==> src/fetch_pkg.sv <==
package fetch_pkg;

  ////////////////////////////////////////////////////////////////////////////
  // widths
  ////////////////////////////////////////////////////////////////////////////

  // instructions per fetch packet
  localparam int SUPER_W = 2;

  localparam int FETCH_ADDR_W = 16;
  localparam int INST_W       = 32;
  localparam int LINE_W       = 64;
  localparam int BUS_ADDR_W   = 64;
  localparam int MEM_TAG_W    = 4;

  localparam int INST_BYTES = INST_W / 8;
  localparam int LINE_BYTES = LINE_W / 8;
  localparam int LINE_OFF_W = $clog2(LINE_BYTES);

  // direct-mapped split of the fetch address above the line offset
  localparam int CACHE_IDX_W = 5;
  localparam int CACHE_TAG_W = FETCH_ADDR_W - CACHE_IDX_W - LINE_OFF_W;
  localparam int CACHE_LINES = 1 << CACHE_IDX_W;

  ////////////////////////////////////////////////////////////////////////////
  // types
  ////////////////////////////////////////////////////////////////////////////

  typedef logic [FETCH_ADDR_W-1:0] fetch_addr_t;
  typedef logic [INST_W-1:0]       inst_t;
  typedef logic [LINE_W-1:0]       line_t;
  typedef logic [BUS_ADDR_W-1:0]   bus_addr_t;

  // zero means no tag
  typedef logic [MEM_TAG_W-1:0] mem_tag_t;

  typedef logic [CACHE_IDX_W-1:0] cache_idx_t;
  typedef logic [CACHE_TAG_W-1:0] cache_tag_t;

  // store is never issued by the front end
  typedef enum logic [1:0] {
    BUS_NONE  = 2'h0,
    BUS_LOAD  = 2'h1,
    BUS_STORE = 2'h2
  } bus_cmd_e;

  // slot 0 is the low half of the line, slot 1 the high half
  typedef struct packed {
    inst_t       [SUPER_W-1:0] inst;
    fetch_addr_t [SUPER_W-1:0] npc;
    logic        [SUPER_W-1:0] valid;
  } fetch_packet_t;

endpackage

==> src/icache_mem.sv <==
module icache_mem (
  input  logic                  clock,
  input  logic                  rst_n,
  input  fetch_pkg::cache_idx_t rd_idx,
  input  fetch_pkg::cache_tag_t rd_tag,
  output fetch_pkg::line_t      rd_data,
  output logic                  rd_valid,
  input  logic                  wr_en,
  input  fetch_pkg::cache_idx_t wr_idx,
  input  fetch_pkg::cache_tag_t wr_tag,
  input  fetch_pkg::line_t      wr_data
);

  import fetch_pkg::*;

  line_t                  data_array [CACHE_LINES];
  cache_tag_t             tag_array  [CACHE_LINES];
  logic [CACHE_LINES-1:0] valid_bits;

  // combinational lookup
  assign rd_data  = data_array[rd_idx];
  assign rd_valid = valid_bits[rd_idx] && (tag_array[rd_idx] == rd_tag);

  always_ff @(posedge clock) begin
    if (!rst_n) begin
      valid_bits <= '0;
    end else if (wr_en) begin
      valid_bits[wr_idx] <= 1'b1;
    end
  end

  // fill overwrites line and tag together
  always_ff @(posedge clock) begin
    if (wr_en) begin
      data_array[wr_idx] <= wr_data;
      tag_array[wr_idx]  <= wr_tag;
    end
  end

endmodule

==> src/icache_ctrl.sv <==
module icache_ctrl (
  input  logic                   clock,
  input  logic                   rst_n,
  input  fetch_pkg::fetch_addr_t fetch_addr,
  output fetch_pkg::line_t       line_data,
  output logic                   line_valid,
  input  fetch_pkg::mem_tag_t    mem_response,
  input  fetch_pkg::mem_tag_t    mem_tag,
  input  fetch_pkg::line_t       mem_data,
  output fetch_pkg::bus_cmd_e    mem_command,
  output fetch_pkg::fetch_addr_t mem_addr,
  output fetch_pkg::cache_idx_t  cache_rd_idx,
  output fetch_pkg::cache_tag_t  cache_rd_tag,
  input  fetch_pkg::line_t       cache_rd_data,
  input  logic                   cache_rd_valid,
  output logic                   cache_wr_en,
  output fetch_pkg::cache_idx_t  cache_wr_idx,
  output fetch_pkg::cache_tag_t  cache_wr_tag,
  output fetch_pkg::line_t       cache_wr_data
);

  import fetch_pkg::*;

  // goes high one cycle after reset is released
  logic        lookup_en;
  // a request is in flight, from issue until its fill
  logic        outstanding;
  // accepted bus tag, zero while still waiting for acceptance
  mem_tag_t    pend_tag;
  fetch_addr_t miss_addr;
  fetch_addr_t line_addr;
  logic        miss_start;
  logic        wait_accept;
  logic        fill_hit;

  ////////////////////////////////////////////////////////////////////////////
  // lookup
  ////////////////////////////////////////////////////////////////////////////

  assign cache_rd_idx = fetch_addr[LINE_OFF_W +: CACHE_IDX_W];
  assign cache_rd_tag = fetch_addr[FETCH_ADDR_W-1 -: CACHE_TAG_W];

  // hit result goes straight back to fetch
  assign line_data  = cache_rd_data;
  assign line_valid = cache_rd_valid;

  assign line_addr = {fetch_addr[FETCH_ADDR_W-1:LINE_OFF_W], {LINE_OFF_W{1'b0}}};

  ////////////////////////////////////////////////////////////////////////////
  // miss request and fill
  ////////////////////////////////////////////////////////////////////////////

  // only one miss at a time, a new one waits for the fill
  assign miss_start  = lookup_en && !cache_rd_valid && !outstanding;
  assign wait_accept = outstanding && (pend_tag == '0);
  assign fill_hit    = outstanding && (pend_tag != '0) && (mem_tag == pend_tag);

  // address is held from the registered copy once issued
  assign mem_command = (miss_start || wait_accept) ? BUS_LOAD : BUS_NONE;
  assign mem_addr    = outstanding ? miss_addr : line_addr;

  assign cache_wr_en   = fill_hit;
  assign cache_wr_idx  = miss_addr[LINE_OFF_W +: CACHE_IDX_W];
  assign cache_wr_tag  = miss_addr[FETCH_ADDR_W-1 -: CACHE_TAG_W];
  assign cache_wr_data = mem_data;

  always_ff @(posedge clock) begin
    if (!rst_n) begin
      lookup_en   <= 1'b0;
      outstanding <= 1'b0;
      pend_tag    <= '0;
    end else begin
      lookup_en <= 1'b1;
      if (miss_start) begin
        // may be accepted in the same cycle
        outstanding <= 1'b1;
        pend_tag    <= mem_response;
      end else if (wait_accept) begin
        pend_tag <= mem_response;
      end else if (fill_hit) begin
        outstanding <= 1'b0;
        pend_tag    <= '0;
      end
    end
  end

  // the line being fetched, kept across a redirect
  always_ff @(posedge clock) begin
    if (miss_start) begin
      miss_addr <= line_addr;
    end
  end

endmodule

==> src/fetch_stage.sv <==
module fetch_stage (
  input  logic                     clock,
  input  logic                     rst_n,
  input  logic                     redirect_en,
  input  fetch_pkg::fetch_addr_t   redirect_pc,
  input  logic                     fetch_en,
  input  fetch_pkg::line_t         line_data,
  input  logic                     line_valid,
  output fetch_pkg::fetch_addr_t   fetch_addr,
  output fetch_pkg::fetch_packet_t fetch_packet,
  output logic                     fetch_packet_valid
);

  import fetch_pkg::*;

  fetch_addr_t pc;
  fetch_addr_t pc_next;
  fetch_addr_t redirect_line;
  logic        advance;

  assign fetch_addr = pc;

  // the PC always points at a whole line
  assign redirect_line = {redirect_pc[FETCH_ADDR_W-1:LINE_OFF_W], {LINE_OFF_W{1'b0}}};
  assign advance       = line_valid && fetch_en;

  // redirect wins over the advance
  always_comb begin
    if (redirect_en) begin
      pc_next = redirect_line;
    end else if (advance) begin
      pc_next = pc + fetch_addr_t'(LINE_BYTES);
    end else begin
      pc_next = pc;
    end
  end

  always_ff @(posedge clock) begin
    if (!rst_n) begin
      pc <= '0;
    end else begin
      pc <= pc_next;
    end
  end

  ////////////////////////////////////////////////////////////////////////////
  // packet assembly
  ////////////////////////////////////////////////////////////////////////////

  always_comb begin
    for (int i = 0; i < SUPER_W; i++) begin
      fetch_packet.inst[i]  = line_data[i*INST_W +: INST_W];
      fetch_packet.npc[i]   = pc + fetch_addr_t'((i + 1) * INST_BYTES);
      fetch_packet.valid[i] = line_valid;
    end
  end

  // a line read in the redirect cycle is stale
  assign fetch_packet_valid = line_valid && !redirect_en;

endmodule

==> src/fetch_buffer.sv <==
module fetch_buffer #(
  parameter int FB_DEPTH = 8
) (
  input  logic                     clock,
  input  logic                     rst_n,
  input  logic                     flush,
  input  fetch_pkg::fetch_packet_t in_packet,
  input  logic                     in_valid,
  output logic                     fetch_en,
  output fetch_pkg::fetch_packet_t out_packet,
  output logic                     out_valid,
  input  logic                     out_ready
);

  import fetch_pkg::*;

  localparam int PTR_W = $clog2(FB_DEPTH);
  localparam int CNT_W = PTR_W + 1;
  localparam logic [CNT_W-1:0] DEPTH_CNT = CNT_W'(FB_DEPTH);

  fetch_packet_t    entries [FB_DEPTH];
  logic [PTR_W-1:0] head;
  logic [PTR_W-1:0] tail;
  logic [CNT_W-1:0] count;
  logic             full;
  logic             push;
  logic             pop;

  assign full     = (count == DEPTH_CNT);
  assign fetch_en = !full;

  assign out_valid  = (count != '0);
  assign out_packet = entries[head];

  // nothing enters in the flush cycle
  assign push = in_valid && !full && !flush;
  assign pop  = out_valid && out_ready;

  ////////////////////////////////////////////////////////////////////////////
  // pointers and occupancy
  ////////////////////////////////////////////////////////////////////////////

  always_ff @(posedge clock) begin
    if (!rst_n) begin
      head  <= '0;
      tail  <= '0;
      count <= '0;
    end else if (flush) begin
      // drop everything in one edge
      head  <= '0;
      tail  <= '0;
      count <= '0;
    end else begin
      if (push) begin
        tail <= tail + PTR_W'(1);
      end
      if (pop) begin
        head <= head + PTR_W'(1);
      end
      case ({push, pop})
        2'b10: begin
          count <= count + CNT_W'(1);
        end
        2'b01: begin
          count <= count - CNT_W'(1);
        end
        default: begin
          count <= count;
        end
      endcase
    end
  end

  // storage
  always_ff @(posedge clock) begin
    if (push) begin
      entries[tail] <= in_packet;
    end
  end

endmodule

==> src/front_end.sv <==
module front_end #(
  parameter int FB_DEPTH = 8
) (
  input  logic                     clock,
  input  logic                     rst_n,
  input  fetch_pkg::mem_tag_t      mem2proc_response,
  input  fetch_pkg::line_t         mem2proc_data,
  input  fetch_pkg::mem_tag_t      mem2proc_tag,
  input  logic                     dispatch_ready,
  input  logic                     redirect_en,
  input  fetch_pkg::fetch_addr_t   redirect_pc,
  output fetch_pkg::bus_cmd_e      proc2mem_command,
  output fetch_pkg::bus_addr_t     proc2mem_addr,
  output fetch_pkg::line_t         proc2mem_data,
  output fetch_pkg::fetch_packet_t dispatch_packet,
  output logic                     dispatch_valid
);

  import fetch_pkg::*;

  fetch_addr_t   fetch_addr;
  line_t         line_data;
  logic          line_valid;
  fetch_addr_t   mem_addr;
  cache_idx_t    cache_rd_idx;
  cache_tag_t    cache_rd_tag;
  line_t         cache_rd_data;
  logic          cache_rd_valid;
  logic          cache_wr_en;
  cache_idx_t    cache_wr_idx;
  cache_tag_t    cache_wr_tag;
  line_t         cache_wr_data;
  fetch_packet_t fetch_packet;
  logic          fetch_packet_valid;
  logic          fetch_en;

  // fetch space is 16 bits, upper bus address bits stay zero
  assign proc2mem_addr = bus_addr_t'(mem_addr);
  // instruction fetch never writes
  assign proc2mem_data = '0;

  icache_mem u_icache_mem (
    .clock    (clock),
    .rst_n    (rst_n),
    .rd_idx   (cache_rd_idx),
    .rd_tag   (cache_rd_tag),
    .rd_data  (cache_rd_data),
    .rd_valid (cache_rd_valid),
    .wr_en    (cache_wr_en),
    .wr_idx   (cache_wr_idx),
    .wr_tag   (cache_wr_tag),
    .wr_data  (cache_wr_data)
  );

  icache_ctrl u_icache_ctrl (
    .clock          (clock),
    .rst_n          (rst_n),
    .fetch_addr     (fetch_addr),
    .line_data      (line_data),
    .line_valid     (line_valid),
    .mem_response   (mem2proc_response),
    .mem_tag        (mem2proc_tag),
    .mem_data       (mem2proc_data),
    .mem_command    (proc2mem_command),
    .mem_addr       (mem_addr),
    .cache_rd_idx   (cache_rd_idx),
    .cache_rd_tag   (cache_rd_tag),
    .cache_rd_data  (cache_rd_data),
    .cache_rd_valid (cache_rd_valid),
    .cache_wr_en    (cache_wr_en),
    .cache_wr_idx   (cache_wr_idx),
    .cache_wr_tag   (cache_wr_tag),
    .cache_wr_data  (cache_wr_data)
  );

  fetch_stage u_fetch_stage (
    .clock              (clock),
    .rst_n              (rst_n),
    .redirect_en        (redirect_en),
    .redirect_pc        (redirect_pc),
    .fetch_en           (fetch_en),
    .line_data          (line_data),
    .line_valid         (line_valid),
    .fetch_addr         (fetch_addr),
    .fetch_packet       (fetch_packet),
    .fetch_packet_valid (fetch_packet_valid)
  );

  // redirect also flushes the queue
  fetch_buffer #(
    .FB_DEPTH (FB_DEPTH)
  ) u_fetch_buffer (
    .clock      (clock),
    .rst_n      (rst_n),
    .flush      (redirect_en),
    .in_packet  (fetch_packet),
    .in_valid   (fetch_packet_valid),
    .fetch_en   (fetch_en),
    .out_packet (dispatch_packet),
    .out_valid  (dispatch_valid),
    .out_ready  (dispatch_ready)
  );

endmodule

==> config.mk <==
export PLATFORM = sky130hd
export DESIGN_NAME = front_end
export DESIGN_NICKNAME = d
export VERILOG_FILES = /design/src/fetch_pkg.sv /design/src/icache_mem.sv /design/src/icache_ctrl.sv /design/src/fetch_stage.sv /design/src/fetch_buffer.sv /design/src/front_end.sv
export SDC_FILE = /design/constraint.sdc
export NUM_CORES = 2
export LEC_CHECK = 0
export ABC_AREA = 1
export CORE_MARGIN = 5
export CORE_UTILIZATION = 49
export CTS_CLUSTER_DIAMETER = 60
export DETAILED_ROUTE_END_ITERATION = 7
export DONT_BUFFER_PORTS = 1
export SLEW_MARGIN = 25
export SYNTH_ARGS = -nofsm -noshare
export SYNTH_HDL_FRONTEND = slang
export SYNTH_HIERARCHICAL = 1
export SYNTH_SLANG_ARGS = --single-unit
export TNS_END_PERCENT = 20
==> constraint.sdc <==
create_clock -name clock -period 10.3 [get_ports clock]
set_input_delay 2.06 -clock clock [delete_from_list [all_inputs] [get_ports clock]]
set_output_delay 2.06 -clock clock [all_outputs]
set_load 0.005 [all_outputs]
[Word level (Yosys, flattened, before mapping)]
Memory sizes are Yosys's and may differ from the RTL's. A register that Yosys moved wholly into a read port is not among the register bits.
Index checks and enable logic that the tools add are counted.
Word-level totals
  register bits after elaboration: 77
  bits in writable memories: 3088
  bits of input ports: 92
  output and inout port bits: 229
  memories: 3
Operators by class
  add/sub/neg operators: 6
  magnitude comparators: 3
  equal/unequal tests: 6
  muxes and demuxes: 26
  bitwise gates (word level): 2
  reduce and logical (&&, ||, !) cells: 26
Memories
  u_icache_mem.data_array: words 32, width 64, read ports 1, clocked after memory_dff 1, write ports 1, line icache_mem.sv:16  | line_t data_array [CACHE_LINES];
  u_fetch_buffer.entries: words 8, width 98, read ports 1, clocked after memory_dff 1, write ports 1, line fetch_buffer.sv:21  | fetch_packet_t entries [FB_DEPTH];
  u_icache_mem.tag_array: words 32, width 8, read ports 1, clocked after memory_dff 1, write ports 1, line icache_mem.sv:17  | cache_tag_t tag_array [CACHE_LINES];
Operator list (number)
  2-to-1 mux 16 bit: 3
  OR 32 bit: 1
  2-to-1 mux 5 bit: 4
  adder 16 x 3 -> 16 bit (second input constant): 1
  adder 16 x 4 -> 16 bit (second input constant): 1
  logical AND 1 bit: 12
  less-than comparator 5 x 6 -> 1 bit (second input constant): 2
  2-to-1 mux 4 bit: 3
  2-to-1 mux 1 bit: 11
  equality test 8 bit: 1
  one-hot mux 4 bit (2 select lines): 1
  nonzero test 4 bit: 2
  adder 3 x 1 -> 3 bit (second input constant): 2
  2-to-1 mux 3 bit: 2
  nonzero test 2 bit: 3
  binary-select mux 1 bit (select 5 bit): 1
  demux 1 bit (select 5 bit): 1
  >= comparator 5 x 1 -> 1 bit (second input constant): 1
  adder 4 x 1 -> 4 bit (second input constant): 1
  equality test 4 bit: 1
  equality test 4 bit (second input constant): 1
  zero test 1 bit: 4
  zero test 4 bit: 1
  subtractor 4 x 1 -> 4 bit (second input constant): 1
  other kinds (8): 8

[Depth between registers and ports, before layout]
  word-level depth: 8
  gate-level depth with buffers: 33
  gate-level depth less buffers: 28

[By module]
The synthesis kept the hierarchy.
By module, submodules not included
  icache_mem: instances 1, cells an instance 6911, area an instance 91352.6 um2, seq. area each 69827.0 um2
  fetch_buffer: instances 1, cells an instance 2299, area an instance 31086.1 um2, seq. area each 23802.8 um2
  icache_ctrl: instances 1, cells an instance 257, area an instance 1988.2 um2, seq. area each 510.5 um2
  fetch_stage: instances 1, cells an instance 237, area an instance 1580.3 um2, seq. area each 260.2 um2
  front_end: instances 1, cells an instance 113, area an instance 844.6 um2, seq. area each 0.0 um2

[Worst setup path before layout]
No wires, ideal clock.
  kind: input to register
  start: in redirect_en
  end: mem u_fetch_buffer/entries[0][0] (netlist name) (enable)
  data arrival time: 6952 ps
  required time: 9744 ps
  slack: 2792 ps
  cell stages on the path: 7
  path buffers: 2
  path through: clkbuf_2 buf_2 nor2_1 nand2_1 nor2_1 nand2_1 nor2_1
On the way
  cells in the longest elaborated chain, start to end: 6
RTL lines
  from (decl): line front_end.sv:10  | input logic redirect_en,
  zero test 1 bit: line fetch_stage.sv:59  | assign fetch_packet_valid = line_valid && !redirect_en;
  logical AND 1 bit: line fetch_stage.sv:59
  via fetch_packet_valid: line front_end.sv:34  | logic fetch_packet_valid;
  logical AND 1 bit (2 in a row): line fetch_buffer.sv:36  | assign push = in_valid && !full && !flush;
  2-to-1 mux 1 bit: line fetch_buffer.sv:76  | if (push) begin
  2-to-1 mux 1 bit (not written as such): line fetch_buffer.sv:77  | entries[tail] <= in_packet;
  to (decl): line fetch_buffer.sv:21
The timed path passes the listed nets, and every way through them passes these cells.

[Worst setup path in the final report]
  start: reg u_fetch_stage.pc[3] (netlist: u_fetch_stage/fetch_addr[3])
  end: out proc2mem_command[0]
On the way
  cells in the longest elaborated chain, start to end: 8
RTL lines
  from (decl): line fetch_stage.sv:16  | fetch_addr_t pc;
  from (signal assigned): line fetch_stage.sv:42  | pc <= pc_next;
  binary-select mux 1 bit (select 5 bit): line icache_mem.sv:22  | assign rd_valid = valid_bits[rd_idx] && (tag_array[rd_idx] == rd_tag);
  2-to-1 mux 1 bit (not written as such): line icache_mem.sv:22
  logical AND 1 bit: line icache_mem.sv:22
  via cache_rd_valid: line front_end.sv:28  | logic cache_rd_valid;
  zero test 1 bit: line icache_ctrl.sv:54  | assign miss_start = lookup_en && !cache_rd_valid && !outstanding;
  logical AND 1 bit (2 in a row): line icache_ctrl.sv:54
  via u_icache_ctrl.miss_start: line icache_ctrl.sv:32  | logic miss_start;
  logical OR 1 bit: line icache_ctrl.sv:59  | assign mem_command = (miss_start || wait_accept) ? BUS_LOAD : BUS_NONE;
  2-to-1 mux 1 bit: line icache_ctrl.sv:59
  to (decl): line front_end.sv:12  | output fetch_pkg::bus_cmd_e proc2mem_command,
The timed path passes the listed nets, and every way through them passes these cells. The select of a mux whose other input is x is not followed.

==> run summary <==
In this run the count of I/O pins placed on the die edge is between 300 and 400. For this run, the number of Yosys warnings is 6. The initial utilization of the core area, before any placement, comes to between 40% and 50%.

The cts-stage hold buffer count is 0. No sink is reached through more buffers than the 4 on the longest clock path. For this run, design rule violations remaining after detail routing come to 0. After the last flow step, the layout net total stands at between 9000 and 10000. TritonCTS built the clock tree. The total power density per cell area came out at 195 mW/mm². On the final layout, the worst clock skew is roughly 0.075 ns.

The cell sitting at the root of the clock tree is a clkbuf_16. The count of placed standard cells including taps came out at 12500. The placed wire-length estimate after detailed placement is 176000 µm. The arrival time reported for the critical path endpoint came out at ~5.7 ns. The count of maximum capacitance violations came out at 0. The final weighted congestion in routability-driven placement is 0.780. The die width is slightly above 500 µm. The remaining global-route overflow is 0. STA classifies the critical path endpoint as an output port.

In this run the static leakage power is roughly 45 nW. CTS built an H-tree with a depth of 5. The number of cells on the worst reg-to-reg path came out at 22.

The finished cells cover 0.138 mm². The area of the placeable core is 0.257 mm². The TritonCTS buffer count came out at 342. The launching point of the worst reg2reg path is u_fetch_stage/fetch_addr[3]. The number of global-route vias before repair came out at around 75000. The setup slack of the most critical reg-to-reg path came out at ~3.5 ns. The worst setup path is launched from a register.

Dividing the final minimum period by the clock period gives around three quarters. Input and output buffers added on the ports amount to 0. Setup violations remaining at the end of the flow were counted as 0. The type of the most critical hold path is reg -> reg. The pin count of the biggest net entering global routing came out at 197.

The transition time of the tightest slew-check pin came out at approximately 1.1 ns. The worst slew margin relative to its limit is 26.3%. The routed wirelength normalized by instance count is ~26 µm.

The area added between synthesis and finish is 8.92%. The placed instances occupy a cell area of 0.128 mm². The worst setup path is of the reg -> out kind. The count of instances resized after the clock tree is built is 0.

The buffers inserted during post-CTS setup optimization came out at 0. Setup repair after global routing left no endpoint under its margin. The total power draw came out at approximately 27 mW. The worst hold path begins at u_icache_mem/valid_bits[25].

The routed via count is roughly 78000. The count of final hold-check violations came out at 0. The detailed router's first-iteration violation count came out at 8495. The final core area utilization came out at ~54%.

Based on the critical path, the design can be clocked at up to approximately 130 MHz. In this run the vertical extent of the chip is 519 µm. A synthesized cell averages roughly 13 µm².

Using the TritonRoute via totals, the vias-per-cell ratio works out to 5.98. The final antenna-violating net count is 0. The total length of routed wires came out at roughly 340000 µm. Of the cells placed in the final design, the portion with a size suffix greater than 1 is 7.03%. The global-route total usage across every layer came out at around 25%.

The final number of max-transition violations came to 0. The floorplan die area is 0.269 mm². The worst hold path stage count came out at 2. The total iterations of the first detailed-routing run came out at 6. The required time at the worst-slack endpoint came out at approximately 8.2 ns.

The maximum ir drop on the vdd rail came out at around 0.00018 V. The top fanout value on the critical path came out at between 80 and 90. The total clock sinks is between 3000 and 4000.

After clock tree synthesis, the clock-pin slew on the worst setup and hold paths is about 0.06 ns. The initial antenna violation count is 10. The count of standard-cell rows is 186. The endpoint identified for the worst register-to-register timing path is u_fetch_buffer/entries[4][60]. The number of standard cells in the final layout excluding fillers came out at around 13000.

The endpoint with the worst hold slack is u_icache_mem/valid_bits[25]. The minimum clock period is roughly 7.7 ns. For the final routed database, the setup TNS stands at 0 ns. The flow ran to the end, and the final reports show no timing, DRC or antenna violations. The post-synthesis instance total came out at between 9000 and 10000. The summed instance area of the synthesized netlist is between 0.1 and 0.15 mm².

The global-route wire length before repair came out at roughly 500000 µm. The clock insertion delay at the later pin of the skew report is between 0.9 and 1 ns.
## how the worst max path moves through the flow
| stage | from | end | slack, ns |
|---|---|---|---|
| finish | u_fetch_stage/fetch_addr[3] | proc2mem_command[0] | 2.59 |
| global route | u_fetch_stage/fetch_addr[3] | proc2mem_command[0] | 2.17 |
| CTS | u_fetch_stage/fetch_addr[3] | proc2mem_command[0] | 2.55 |
| detailed placement | u_fetch_stage/fetch_addr[3] | u_fetch_buffer/entries[4][65] | 3.55 |
| global placement | u_fetch_stage/fetch_addr[3] | u_fetch_buffer/entries[3][93] | 3.23 |
| floorplan | redirect_en | u_fetch_buffer/entries[0][0] | 2.79 |
## metrics by stage
stage | worst slack (ns) | hold WS [ns]
2_1_floorplan | 2.79 | 0.435
3_3_place_gp | 3.23 | 0.449
3_5_place_dp | 3.55 | 0.459
4_1_cts | 2.55 | 0.473
5_1_grt | 2.17 | 0.501
6_report | 2.59 | 0.475
## layer usage
metal | vias to the layer above | GRT usage, % | routed length [µm]
li1 | 34800 | - | -
met1 | 39600 | 34.5 | 144000
met2 | 3208 | 39.9 | 160000
met3 | 663 | 4.75 | 28900
met4 | 2 | 7.10 | 9530
met5 | - | 0 | 13
## where the power goes
part | switching, mW | internal [mW]
Combinational | 0.954 | 0.306
Sequential | 0.0411 | 14.2
Clock | 4.75 | 6.68
## sequential cells by signal (all words and copies together), names as in the netlist, 3 cells and up, named ones only
signal	cells
u_fetch_buffer/head	3
u_icache_ctrl/miss_addr	13
u_icache_mem/data_array	2048
u_icache_mem/tag_array	256
u_icache_mem/valid_bits	32
u_fetch_stage/fetch_addr	13
u_fetch_buffer/tail	3
u_icache_ctrl/pend_tag	4
u_fetch_buffer/count	4
u_fetch_buffer/entries	784
## cell usage in the layout (no fill, tap or decap), types with 5 or more instances in the layout
cell type,instances
buf_4,147
clkinv_1,75
clkinv_2,35
dfxtp_1,56
clkbuf_16,344
clkbuf_8,5
buf_12,16
clkinvlp_4,5
inv_6,9
bufinv_16,22
nor2_1,1713
nand2_1,940
a31oi_4,5
xor2_1,6
o21ai_0,1371
nand3_1,330
diode_2,10
a31oi_1,17
inv_1,81
inv_8,5
a31oi_2,5
edfxtp_1,3101
o32ai_1,6
nor2_4,43
a32o_1,5
nor3_1,13
o22ai_1,581
dfxtp_4,8
clkbuf_1,80
a21oi_1,38
o21ai_1,251
o221ai_1,96
o21bai_1,5
ha_1,6
mux2i_1,98
conb_1,122
## final cells by class
class / instances / area (µm²)
fillers: 21000 / 119000
flip-flops and latches: 3165 / 94400
repair buffers: 173 / 1580
diodes: 10 / 25.0
well taps: 3384 / 4230
clock inverters: 151 / 1330
clock buffers: 429 / 8980
multi-input cells: 5682 / 27200
inverters: 92 / 393
## worst max-delay path, stage by stage (launching register included)
cell	delay (ns)
dfxtp_4	0.92
buf_4	0.76
buf_4	0.83
nand2_1	0.12
nand2_1	0.10
nand2_1	0.05
nand3_1	0.11
nand3_1	0.10
nand2_1	0.12
nand2_1	0.05
nand2_1	0.15
nand2_1	0.11
nor2_1	0.14
nand3_1	0.15
nor2_1	0.11
buf_4	0.26
nor3_2	0.07
buf_4	0.23
nor2_4	0.20
clkinv_4	0.09
(Power assumes the default switching activity.)
